File: config.mk
export PLATFORM = sky130hd
export DESIGN_NAME = sys_ctrl_top
export DESIGN_NICKNAME = d
export VERILOG_FILES = /design/src/hdl/sys_ctrl_pkg.sv /design/src/hdl/ctrl_redirect_if.sv /design/src/hdl/int_latch.sv /design/src/hdl/int_controller.sv /design/src/hdl/iretd_sequencer.sv /design/src/hdl/ctrl_merge.sv /design/src/hdl/sys_ctrl_top.sv
export VERILOG_INCLUDE_DIRS = /design/src /design/src/include
export SDC_FILE = /design/constraint.sdc
export NUM_CORES = 1
export LEC_CHECK = 0
export BUFFER_PORTS_ARGS = -buffer_cell sky130_fd_sc_hd__buf_4
export CAP_MARGIN = 20
export CORE_ASPECT_RATIO = 0.5
export CORE_MARGIN = 1
export CORE_UTILIZATION = 30
export CTS_BUF_LIST = sky130_fd_sc_hd__clkbuf_16
export DETAILED_ROUTE_END_ITERATION = 10
export HOLD_SLACK_MARGIN = 0.15
export PLACE_DENSITY = 0.55
export SETUP_SLACK_MARGIN = 0.02
export SYNTH_ARGS = -nofsm -noshare
export SYNTH_HDL_FRONTEND = slang
export SYNTH_SLANG_ARGS = --single-unit
File: constraint.sdc
create_clock -name clk -period 4.6 [get_ports clk]
set_input_delay 0.92 -clock clk [delete_from_list [all_inputs] [get_ports clk]]
set_output_delay 0.92 -clock clk [all_outputs]
set_load 0.05 [all_outputs]
File: src/include/sys_ctrl_params.svh
`ifndef SYS_CTRL_PARAMS_SVH
`define SYS_CTRL_PARAMS_SVH

//////////////////////////////////////////////////////////////////////
// interrupt descriptor table
//////////////////////////////////////////////////////////////////////

// vector word location for each interrupt line
`define SYS_IDT_ADDRESS0 32'h0000_4000
`define SYS_IDT_ADDRESS1 32'h0000_8000
`define SYS_IDT_ADDRESS2 32'h0000_c000
`define SYS_IDT_ADDRESS3 32'h0000_f000

// hardware interrupt request lines
`define SYS_NUM_INT 4

`endif

File: src/hdl/sys_ctrl_pkg.sv
`include "sys_ctrl_params.svh"

package sys_ctrl_pkg;

  // address or data word
  typedef logic [31:0] addr_t;

  // code segment selector
  typedef logic [15:0] seg_t;

  typedef logic [`SYS_NUM_INT-1:0]         int_vec_t;
  typedef logic [$clog2(`SYS_NUM_INT)-1:0] int_idx_t;

  // bit 0 fetch, then decode_0, decode_1, register, address, execute,
  // bit 6 writeback
  typedef logic [6:0] flush_vec_t;

  typedef enum logic [2:0] {
    INT_IDLE,
    INT_VEC_REQ,
    INT_VEC_WAIT,
    INT_REDIRECT,
    INT_ENTRY
  } int_state_e;

  typedef enum logic [1:0] {
    IRET_IDLE,
    IRET_POP_EIP,
    IRET_POP_CS,
    IRET_POP_EFLAGS
  } iretd_state_e;

endpackage

File: src/hdl/ctrl_redirect_if.sv
`timescale 1ns/10ps

interface ctrl_redirect_if import sys_ctrl_pkg::*; ();

  flush_vec_t flush;

  logic       fetch_load;
  addr_t      fetch_load_address;

  // value fields are zero whenever their strobe is low
  logic       reg_load_eip;
  addr_t      reg_eip;
  logic       reg_load_cs;
  seg_t       reg_cs;
  logic       reg_load_eflags;
  addr_t      reg_eflags;

  modport src (
    output flush,
    output fetch_load, fetch_load_address,
    output reg_load_eip, reg_eip,
    output reg_load_cs, reg_cs,
    output reg_load_eflags, reg_eflags
  );

  modport merge (
    input flush,
    input fetch_load, fetch_load_address,
    input reg_load_eip, reg_eip,
    input reg_load_cs, reg_cs,
    input reg_load_eflags, reg_eflags
  );

endinterface

File: src/hdl/int_latch.sv
`timescale 1ns/10ps
`include "sys_ctrl_params.svh"

module int_latch import sys_ctrl_pkg::*; (
  input  logic     clk,
  input  logic     rst_n,
  input  int_vec_t int_vec,
  input  logic     int_clear,
  output logic     int_pending,
  output int_idx_t int_serviced
);

  int_vec_t pend_q;
  int_vec_t clear_mask;

  // lowest numbered pending line wins
  always_comb begin
    int_serviced = '0;
    for (int i = `SYS_NUM_INT - 1; i >= 0; i--) begin
      if (pend_q[i]) begin
        int_serviced = int_idx_t'(i);
      end
    end
  end

  always_comb begin
    clear_mask = '0;
    clear_mask[int_serviced] = int_clear;
  end

  // clear wins over a line still held high
  always_ff @(posedge clk or negedge rst_n) begin
    if (!rst_n) begin
      pend_q <= '0;
    end else begin
      pend_q <= (pend_q | int_vec) & ~clear_mask;
    end
  end

  assign int_pending = |pend_q;

  //////////////////////////////////////////////////////////////////////
  // checks
  //////////////////////////////////////////////////////////////////////

  // controller only clears what it has been servicing
  a_clear_pending : assert property (
    @(posedge clk) disable iff (!rst_n) int_clear |-> int_pending
  ) else $error("int_clear with nothing pending");

endmodule

File: src/hdl/int_controller.sv
`timescale 1ns/10ps
`include "sys_ctrl_params.svh"

module int_controller import sys_ctrl_pkg::*; (
  input  logic            clk,
  input  logic            rst_n,
  input  logic            int_pending,
  input  int_idx_t        int_serviced,
  input  logic            iretd_busy,
  output logic            mem_valid,
  input  logic            mem_ready,
  output addr_t           mem_address,
  input  logic            mem_dp_valid,
  output logic            mem_dp_ready,
  input  addr_t           mem_dp_read_data,
  output logic            decode_start_int,
  input  logic            decode_end_int,
  output logic            int_clear,
  ctrl_redirect_if.src    redir
);

  int_state_e state_q;
  int_state_e state_d;
  int_idx_t   idx_q;
  addr_t      vec_q;
  logic       redirect;

  always_comb begin
    state_d = state_q;
    case (state_q)
      INT_IDLE:     if (int_pending && !iretd_busy) state_d = INT_VEC_REQ;
      INT_VEC_REQ:  if (mem_ready) state_d = INT_VEC_WAIT;
      INT_VEC_WAIT: if (mem_dp_valid) state_d = INT_REDIRECT;
      INT_REDIRECT: state_d = INT_ENTRY;
      INT_ENTRY:    if (decode_end_int) state_d = INT_IDLE;
      default:      state_d = INT_IDLE;
    endcase
  end

  always_ff @(posedge clk or negedge rst_n) begin
    if (!rst_n) begin
      state_q <= INT_IDLE;
    end else begin
      state_q <= state_d;
    end
  end

  // index frozen on leaving idle so the address holds under wait states
  always_ff @(posedge clk) begin
    if (state_q == INT_IDLE) begin
      idx_q <= int_serviced;
    end
    if (state_q == INT_VEC_WAIT && mem_dp_valid) begin
      vec_q <= mem_dp_read_data;
    end
  end

  always_comb begin
    case (idx_q)
      2'd0:    mem_address = `SYS_IDT_ADDRESS0;
      2'd1:    mem_address = `SYS_IDT_ADDRESS1;
      2'd2:    mem_address = `SYS_IDT_ADDRESS2;
      default: mem_address = `SYS_IDT_ADDRESS3;
    endcase
  end

  assign mem_valid    = (state_q == INT_VEC_REQ);
  assign mem_dp_ready = (state_q == INT_VEC_WAIT);

  //////////////////////////////////////////////////////////////////////
  // redirect to the vector, one cycle
  //////////////////////////////////////////////////////////////////////

  assign redirect         = (state_q == INT_REDIRECT);
  assign decode_start_int = redirect;
  assign int_clear        = redirect;

  assign redir.flush              = redirect ? '1 : '0;
  assign redir.fetch_load         = redirect;
  assign redir.fetch_load_address = redirect ? vec_q : '0;

  // entry microcode handles the register state
  assign redir.reg_load_eip    = 1'b0;
  assign redir.reg_eip         = '0;
  assign redir.reg_load_cs     = 1'b0;
  assign redir.reg_cs          = '0;
  assign redir.reg_load_eflags = 1'b0;
  assign redir.reg_eflags      = '0;

  a_addr_stable : assert property (
    @(posedge clk) disable iff (!rst_n)
    mem_valid && !mem_ready |=> mem_valid && $stable(mem_address)
  ) else $error("mem_address changed before request accepted");

  a_redirect_once : assert property (
    @(posedge clk) disable iff (!rst_n)
    state_q == INT_REDIRECT |=> state_q != INT_REDIRECT
  ) else $error("redirect held longer than one cycle");

endmodule

File: src/hdl/iretd_sequencer.sv
`timescale 1ns/10ps

module iretd_sequencer import sys_ctrl_pkg::*; (
  input  logic         clk,
  input  logic         rst_n,
  input  logic         iretd,
  output logic         iretd_halt,
  output logic         iretd_busy,
  input  logic         iretd_pop_valid,
  input  addr_t        iretd_pop_data,
  ctrl_redirect_if.src redir
);

  iretd_state_e state_q;
  iretd_state_e state_d;
  addr_t        eip_q;
  seg_t         cs_q;
  addr_t        ret_address;
  logic         pop_eip;
  logic         pop_cs;
  logic         pop_eflags;

  assign pop_eip    = (state_q == IRET_POP_EIP) && iretd_pop_valid;
  assign pop_cs     = (state_q == IRET_POP_CS) && iretd_pop_valid;
  assign pop_eflags = (state_q == IRET_POP_EFLAGS) && iretd_pop_valid;

  // no pop means the stack is not ready yet, so hold
  always_comb begin
    state_d = state_q;
    case (state_q)
      IRET_IDLE:       if (iretd) state_d = IRET_POP_EIP;
      IRET_POP_EIP:    if (pop_eip) state_d = IRET_POP_CS;
      IRET_POP_CS:     if (pop_cs) state_d = IRET_POP_EFLAGS;
      IRET_POP_EFLAGS: if (pop_eflags) state_d = IRET_IDLE;
      default:         state_d = IRET_IDLE;
    endcase
  end

  always_ff @(posedge clk or negedge rst_n) begin
    if (!rst_n) begin
      state_q <= IRET_IDLE;
    end else begin
      state_q <= state_d;
    end
  end

  always_ff @(posedge clk) begin
    if (pop_eip) eip_q <= iretd_pop_data;
    if (pop_cs) cs_q <= iretd_pop_data[15:0];
  end

  // return target is cs base plus eip
  assign ret_address = addr_t'(cs_q) + eip_q;

  assign iretd_halt = (state_q != IRET_IDLE);
  assign iretd_busy = iretd_halt || iretd;

  // only fetch is held off, the older instructions drain
  assign redir.flush = {6'b0, iretd_halt};

  assign redir.fetch_load         = pop_eflags;
  assign redir.fetch_load_address = pop_eflags ? ret_address : '0;
  assign redir.reg_load_eip       = pop_eip;
  assign redir.reg_eip            = pop_eip ? iretd_pop_data : '0;
  assign redir.reg_load_cs        = pop_cs;
  assign redir.reg_cs             = pop_cs ? iretd_pop_data[15:0] : '0;
  assign redir.reg_load_eflags    = pop_eflags;
  assign redir.reg_eflags         = pop_eflags ? iretd_pop_data : '0;

endmodule

File: src/hdl/ctrl_merge.sv
`timescale 1ns/10ps

module ctrl_merge import sys_ctrl_pkg::*; (
  ctrl_redirect_if.merge int_src,
  ctrl_redirect_if.merge ret_src,
  output logic           flush_fetch,
  output logic           flush_decode_0,
  output logic           flush_decode_1,
  output logic           flush_register,
  output logic           flush_address,
  output logic           flush_execute,
  output logic           flush_writeback,
  output logic           fetch_load,
  output addr_t          fetch_load_address,
  output logic           reg_load_eip,
  output addr_t          reg_eip,
  output logic           reg_load_cs,
  output seg_t           reg_cs,
  output logic           reg_load_eflags,
  output addr_t          reg_eflags
);

  flush_vec_t flush;

  assign flush           = int_src.flush | ret_src.flush;
  assign flush_fetch     = flush[0];
  assign flush_decode_0  = flush[1];
  assign flush_decode_1  = flush[2];
  assign flush_register  = flush[3];
  assign flush_address   = flush[4];
  assign flush_execute   = flush[5];
  assign flush_writeback = flush[6];

  assign fetch_load         = int_src.fetch_load | ret_src.fetch_load;
  assign fetch_load_address = ret_src.fetch_load ? ret_src.fetch_load_address
                                                 : int_src.fetch_load_address;

  // sources zero their values when idle, so a plain or is enough
  assign reg_load_eip    = int_src.reg_load_eip | ret_src.reg_load_eip;
  assign reg_eip         = int_src.reg_eip | ret_src.reg_eip;
  assign reg_load_cs     = int_src.reg_load_cs | ret_src.reg_load_cs;
  assign reg_cs          = int_src.reg_cs | ret_src.reg_cs;
  assign reg_load_eflags = int_src.reg_load_eflags | ret_src.reg_load_eflags;
  assign reg_eflags      = int_src.reg_eflags | ret_src.reg_eflags;

  always_comb begin
    a_one_fetch_load : assert final (!(int_src.fetch_load && ret_src.fetch_load))
      else $error("interrupt and iretd both load fetch");
  end

endmodule

File: src/hdl/sys_ctrl_top.sv
`timescale 1ns/10ps

module sys_ctrl_top import sys_ctrl_pkg::*; (
  input  logic     clk,
  input  logic     rst_n,
  input  int_vec_t int_vec,
  output logic     mem_valid,
  input  logic     mem_ready,
  output addr_t    mem_address,
  input  logic     mem_dp_valid,
  output logic     mem_dp_ready,
  input  addr_t    mem_dp_read_data,
  output logic     flush_fetch,
  output logic     flush_decode_0,
  output logic     flush_decode_1,
  output logic     flush_register,
  output logic     flush_address,
  output logic     flush_execute,
  output logic     flush_writeback,
  output logic     fetch_load,
  output addr_t    fetch_load_address,
  output logic     decode_start_int,
  input  logic     decode_end_int,
  output logic     reg_load_cs,
  output seg_t     reg_cs,
  input  logic     iretd,
  output logic     iretd_halt,
  input  logic     iretd_pop_valid,
  input  addr_t    iretd_pop_data,
  output logic     reg_load_eflags,
  output addr_t    reg_eflags,
  output logic     reg_load_eip,
  output addr_t    reg_eip
);

  logic     int_pending;
  int_idx_t int_serviced;
  logic     int_clear;
  logic     iretd_busy;

  ctrl_redirect_if int_redir ();
  ctrl_redirect_if ret_redir ();

  //////////////////////////////////////////////////////////////////////
  // request side
  //////////////////////////////////////////////////////////////////////

  int_latch i_int_latch (
    .clk          (clk),
    .rst_n        (rst_n),
    .int_vec      (int_vec),
    .int_clear    (int_clear),
    .int_pending  (int_pending),
    .int_serviced (int_serviced)
  );

  //////////////////////////////////////////////////////////////////////
  // sequencing
  //////////////////////////////////////////////////////////////////////

  int_controller i_int_controller (
    .clk              (clk),
    .rst_n            (rst_n),
    .int_pending      (int_pending),
    .int_serviced     (int_serviced),
    .iretd_busy       (iretd_busy),
    .mem_valid        (mem_valid),
    .mem_ready        (mem_ready),
    .mem_address      (mem_address),
    .mem_dp_valid     (mem_dp_valid),
    .mem_dp_ready     (mem_dp_ready),
    .mem_dp_read_data (mem_dp_read_data),
    .decode_start_int (decode_start_int),
    .decode_end_int   (decode_end_int),
    .int_clear        (int_clear),
    .redir            (int_redir)
  );

  iretd_sequencer i_iretd_sequencer (
    .clk             (clk),
    .rst_n           (rst_n),
    .iretd           (iretd),
    .iretd_halt      (iretd_halt),
    .iretd_busy      (iretd_busy),
    .iretd_pop_valid (iretd_pop_valid),
    .iretd_pop_data  (iretd_pop_data),
    .redir           (ret_redir)
  );

  ctrl_merge i_ctrl_merge (
    .int_src            (int_redir),
    .ret_src            (ret_redir),
    .flush_fetch        (flush_fetch),
    .flush_decode_0     (flush_decode_0),
    .flush_decode_1     (flush_decode_1),
    .flush_register     (flush_register),
    .flush_address      (flush_address),
    .flush_execute      (flush_execute),
    .flush_writeback    (flush_writeback),
    .fetch_load         (fetch_load),
    .fetch_load_address (fetch_load_address),
    .reg_load_eip       (reg_load_eip),
    .reg_eip            (reg_eip),
    .reg_load_cs        (reg_load_cs),
    .reg_cs             (reg_cs),
    .reg_load_eflags    (reg_load_eflags),
    .reg_eflags         (reg_eflags)
  );

endmodule

; Word-level counts from Yosys, hierarchy flattened
; Cells that the tools add are included.
[totals]
ff_bits = 91
wordCells = 71
output_inout_bits = 159
inputBits = 75
[classes]
reduce_logical = 15
n_lt_le_gt_ge = 2
n_bitwise = 6
n_mux = 23
addsub = 1
n_eq_ne = 17
[op_table]
columns = operator, n
row1 = 32-bit 2-to-1 mux, 4
row2 = 16-bit one-hot mux with 3 select lines, 1
row3 = 16-bit by 32-bit adder with 32-bit output, 1
row4 = 16-bit 2-to-1 mux, 1
row5 = 2-bit 2-to-1 mux, 8
row6 = 3-bit one-hot mux with 5 select lines, 1
row7 = 3-bit 2-to-1 mux, 4
row8 = "2-bit by 1-bit != test with 1-bit output, second input constant", 5
row9 = 4-bit AND, 2
row10 = 2-bit one-hot mux with 4 select lines, 1
row11 = 4-bit AND reduction, 2
row12 = 7-bit 2-to-1 mux, 1
row13 = 7-bit by 1-bit bitwise OR with 7-bit output, 1
row14 = "2-bit equality test, second input constant", 3
row15 = "3-bit by 2-bit equality test with 1-bit output, second input constant", 2
row16 = 1-bit logical AND, 6
row17 = "2-bit != test, second input constant", 3
row18 = "2-bit by 1-bit equality test with 1-bit output, second input constant", 2
row19 = 2-bit zero test, 2
row20 = 4-bit NOT, 1
row21 = 4-bit bitwise OR, 1
row22 = 4-bit OR reduction, 1
row23 = "3-bit by 1-bit equality test with 1-bit output, second input constant", 1
row24 = "3-bit equality test, second input constant", 1
row25 = other kinds (9), 9

; Logic depth before layout (Yosys ltp)
[logic_depth]
word_depth = 11
mapped_depth = 9
ltp_nobuf = 9

; By module
; From an unflattened synthesis, not the netlist that was laid out.
[hier_totals]
hier_cells = 787
hier_area_um2 = 7622.3
[by_module_without_submodules]
columns = module, instances, cells_each, area_per_inst_um2, seq_area_each_um2
row1 = iretd_sequencer, 1, 426, 3933.8, 1491.4
row2 = int_controller, 1, 213, 2384.8, 1096.1
row3 = ctrl_merge, 1, 127, 1109.8, 0.0
row4 = int_latch, 1, 21, 193.9, 100.1

; Worst setup path before layout
; No wires, ideal clock.
[synth_path]
path_type = register to output
from = register i_iretd_sequencer.cs_q[0]
to = output fetch_load_address[18]
t_arrival_ps = 3421
path_slack_ps = 259
path_stages_with_launch = 10
n_path_buf = 0
cell_sequence = edfxtp_1 > ha_1 > fa_1 > a21o_1 > a221oi_1 > o211ai_1 > a221oi_2 > o21ai_0 > xnor2_1 > o21ai_0
[synth_between]
elab_chain_cells = 2
[synth_rtl]
columns = item, line_no
row1 = "start, declared", iretd_sequencer.sv:17  ; seg_t cs_q;
row2 = "start signal, assigned", iretd_sequencer.sv:49  ; if (pop_cs) cs_q <= iretd_pop_data[15:0];
row3 = 16-bit by 32-bit adder with 32-bit output, iretd_sequencer.sv:53  ; assign ret_address = addr_t'(cs_q) + eip_q;
row4 = 32-bit 2-to-1 mux, ctrl_merge.sv:35  ; assign fetch_load_address = ret_src.fetch_load ? ret_src.fetch_load_address
row5 = "end, declared", sys_ctrl_top.sv:21  ; output addr_t fetch_load_address,
; Every way passes these cells.

; Worst setup path after layout
[layout_path]
from = register i_iretd_sequencer.eip_q[0]
to = output fetch_load_address[18]
[layout_between]
elab_chain_cells = 2
[layout_rtl]
columns = item, line_no
row1 = "start, declared", iretd_sequencer.sv:16  ; addr_t eip_q;
row2 = "start signal, assigned", iretd_sequencer.sv:48  ; if (pop_eip) eip_q <= iretd_pop_data;
row3 = 16-bit by 32-bit adder with 32-bit output, iretd_sequencer.sv:53
row4 = 32-bit 2-to-1 mux, ctrl_merge.sv:35
; Every way passes these cells.

==> qor.yml <==
synth_compound_area_share_pct: 11.6
grt_use_total_pct: 17.9
holdBufCountCts: 0
antenna_found_initial: 1
end_kind: "primary output"
finalSetupViolCount: 0
synth-seq-cells: 91
worstSetupEndpoint: "fetch_load_address[18]"
grt_max_degree: 85
rows: 34
drt-total-wl_mm: 16.9
synth_edf_count: 82
dr.pass1.iters: 7
cp-start-kind: "flop"
initial_utilization_pct: 31.1
crit_type: "reg2out"
antenna_cells: 0
pwr_density_cell_nw_per_um2: 571
yosysWarnings: 0
maxSlewHeadroom_pct: 47.2
area_growth_syn_to_layout_pct: 34.9
dpl.hpwl_mm: 12.9
cts-resized-gates: 0
tns_ns: 0
post_cts.repair.setup_buffers: 0
critPathLaunch: "i_iretd_sequencer.eip_q[0]"
cts_buffer_depth: 2
synthMuxAreaShare_pct: 0.206
synth_top_area_share_pct: 45.0
die_area_um2: 18800
finalWeightedCongestion: 0.888
p_total_mw: 4.22
ios: 234
cap_violations: 0
vias: 4546
drc: 26
synth_area_um2: 5470
cts_sinks: 91
num-nets-final: 813
rsz0062_at_grt: "false"
grt_pass1_vias: 4340
fin_skew_ns: 0.00831
reg2regPathDepth: 5
timing.rr.start: "i_iretd_sequencer.state_q[0]"
final_hold_viol_count: 0
syn_avg_cell_area_um2: 10.3
status: "finished with violations"
multi_input_area_um2: 2460
synthArstFlopShare_pct: 9.89
synth_fa_ha_area_share_pct: 5.17
die_h_um: 97.5
critPathArrivalTime_ns: 3.38
cp.required_ns: 3.68
ys_types: 54
violations: "design-rule violations"
coreArea_um2: 17600
grt_pass1_wl_mm: 25.4
period_minus_slack_ns: 4.30
die_w_um: 193
layout-drive-gt1-share_pct: 33.6
worstMarginPinSlew_ns: 0.790
ys_top_cells_by_area: "edfxtp_1, and3_1, buf_4, ha_1, dfrtp_1"
globalRouteOverflowTotal: 0
cts_htree_levels: 3
maxSlewViolCount: 0
max_freq_mhz: 232
drtAntennaViolNets: 0
register_area_um2: 2690
drt_first_iter_violations: 283
dpl_worst_slack_ns: 0.672
insertion_delay_ns: 0.35
portBuffers: 205
vias_per_cell: 4.77
fillers: 1711
clkTransAtPathRegs_ns: 0.07
syn_inst: 532
synth_ff_type: "edfxtp_1"
ir_worst_vdd_v: 0.000382
synth_xor_area_share_pct: 4.32
clock-root-buffer: "clkbuf_16"
timing.rr.end: "i_iretd_sequencer.state_q[1]"
wl_per_cell_um: 17.8
final_common_cell: "buf_4"
r2r_slack_ns: 2.57
final_cell_mix: "buf_4, and3_1, edfxtp_1"
cp_max_fo: 6
cts_buffers: 9
yosys.area_share.simple_pct: 21.8
setup_ws_ns: 0.297
hp-class: "in2async"
p_leak_nw: 3.40
yosys.area.top_type: "edfxtp_1"
period_share_pct: 93.5
synth-seq-area-share_pct: 49.1
tritoncts: "yes"
synth_top_family_by_area: "simple AND/OR/NAND/NOR gates"
==> synthesized netlist by cell type (all sizes together), types with 2 or more instances <==
library cell  instances
o21a                  2
o22ai                 2
a2111oi               5
xnor2                19
a221oi                2
clkbuf               28
o211ai                2
and2                  5
ha                   21
nand2b                4
xor2                  8
nand4                 5
nor3b                 2
or2                   2
nand2                54
o21ai                36
nand3b                2
nor4                  2
buf                  39
inv                   9
dfrtp                 9
a211oi                3
nand3                21
or3                   2
nor2                 24
edfxtp               82
a21o                  6
a31oi                 2
and3                 86
a21oi                24
nor3                  9
==> how the worst min path moves through the flow <==
stage / from / to / cells past startpoint
floorplan: i_int_controller.state_q[2] / i_int_controller.state_q[1] / 1
global placement: i_int_latch.pend_q[1] / i_int_latch.pend_q[1] / 1
detailed placement: i_int_latch.pend_q[1] / i_int_latch.pend_q[1] / 1
CTS: rst_n / i_iretd_sequencer.state_q[0] / 1
global route: rst_n / i_iretd_sequencer.state_q[0] / 1
finish: rst_n / i_iretd_sequencer.state_q[0] / 1
==> per-stage QoR <==
| step | instances | util, % | hold WS [ns] | instance area [µm²] |
|---|---|---|---|---|
| floorplan | 559 | - | 0.483 | 5580 |
| global placement | 939 | 40.2 | 0.524 | 7080 |
| detailed placement | 939 | 40.2 | 0.537 | 7080 |
| CTS | 954 | 41.9 | 0.387 | 7390 |
| global route | 954 | 41.9 | 0.387 | 7390 |
| finish | 954 | 41.9 | 0.388 | 7390 |
==> flip-flops by register name (all words and copies together), names as in the netlist <==
register / flops
i_int_controller.vec_q: 32
i_iretd_sequencer.eip_q: 32
i_iretd_sequencer.cs_q: 16
i_int_latch.pend_q: 4
i_int_controller.state_q: 3
i_int_controller.idx_q: 2
i_iretd_sequencer.state_q: 2
==> kinds of logic (layout without fill, tap and decap cells) <==
group / count (synthesis) / in the layout
AO/OA/AOI/OAI: 90 / 90
XOR/XNOR: 27 / 27
adder cells (fa/ha/maj): 22 / 22
buffers and inverters: 76 / 237
flip-flops: 91 / 91
multiplexers: 1 / 1
other: 1 / 28
AND/OR/NAND/NOR: 224 / 224
==> where the power goes <==
part | internal (mW) | total [mW] | leakage (nW) | switching (mW)
clock | 0.470 | 0.781 | 0.156 | 0.310
combinational | 0.658 | 2.27 | 2.39 | 1.61
sequential | 1.08 | 1.17 | 0.852 | 0.0922
total | 2.20 | 4.22 | 3.40 | 2.02
==> critical path: stages, from the launching register on <==
cell,delay [ns]
edfxtp_1,0.38
ha_1,0.22
fa_1,0.40
a21o_1,0.23
a221oi_1,0.30
o211ai_1,0.21
a221oi_2,0.50
o21ai_0,0.24
xnor2_1,0.18
o21ai_0,0.17
buf_4,0.22
==> area by class of cell <==
cell class / instances / area share (%)
Multi-Input combinational cell: 392 / 33.4
Clock buffer: 9 / 3.05
Sequential cell: 91 / 36.4
Clock inverter: 6 / 1.12
Inverter: 9 / 0.457
Tap cell: 234 / 3.96
Timing Repair Buffer: 213 / 21.6
==> metal layers <==
metal	global-route usage (%)	vias to the layer above	part of all wire, %
li1	-	2241	-
met2	26.1	147	42
met4	3.49	0	0.76
met1	27.4	2146	52
met5	0	-	0
met3	3.36	12	4.9
Note: power is estimated with default switching activity, not from simulation.
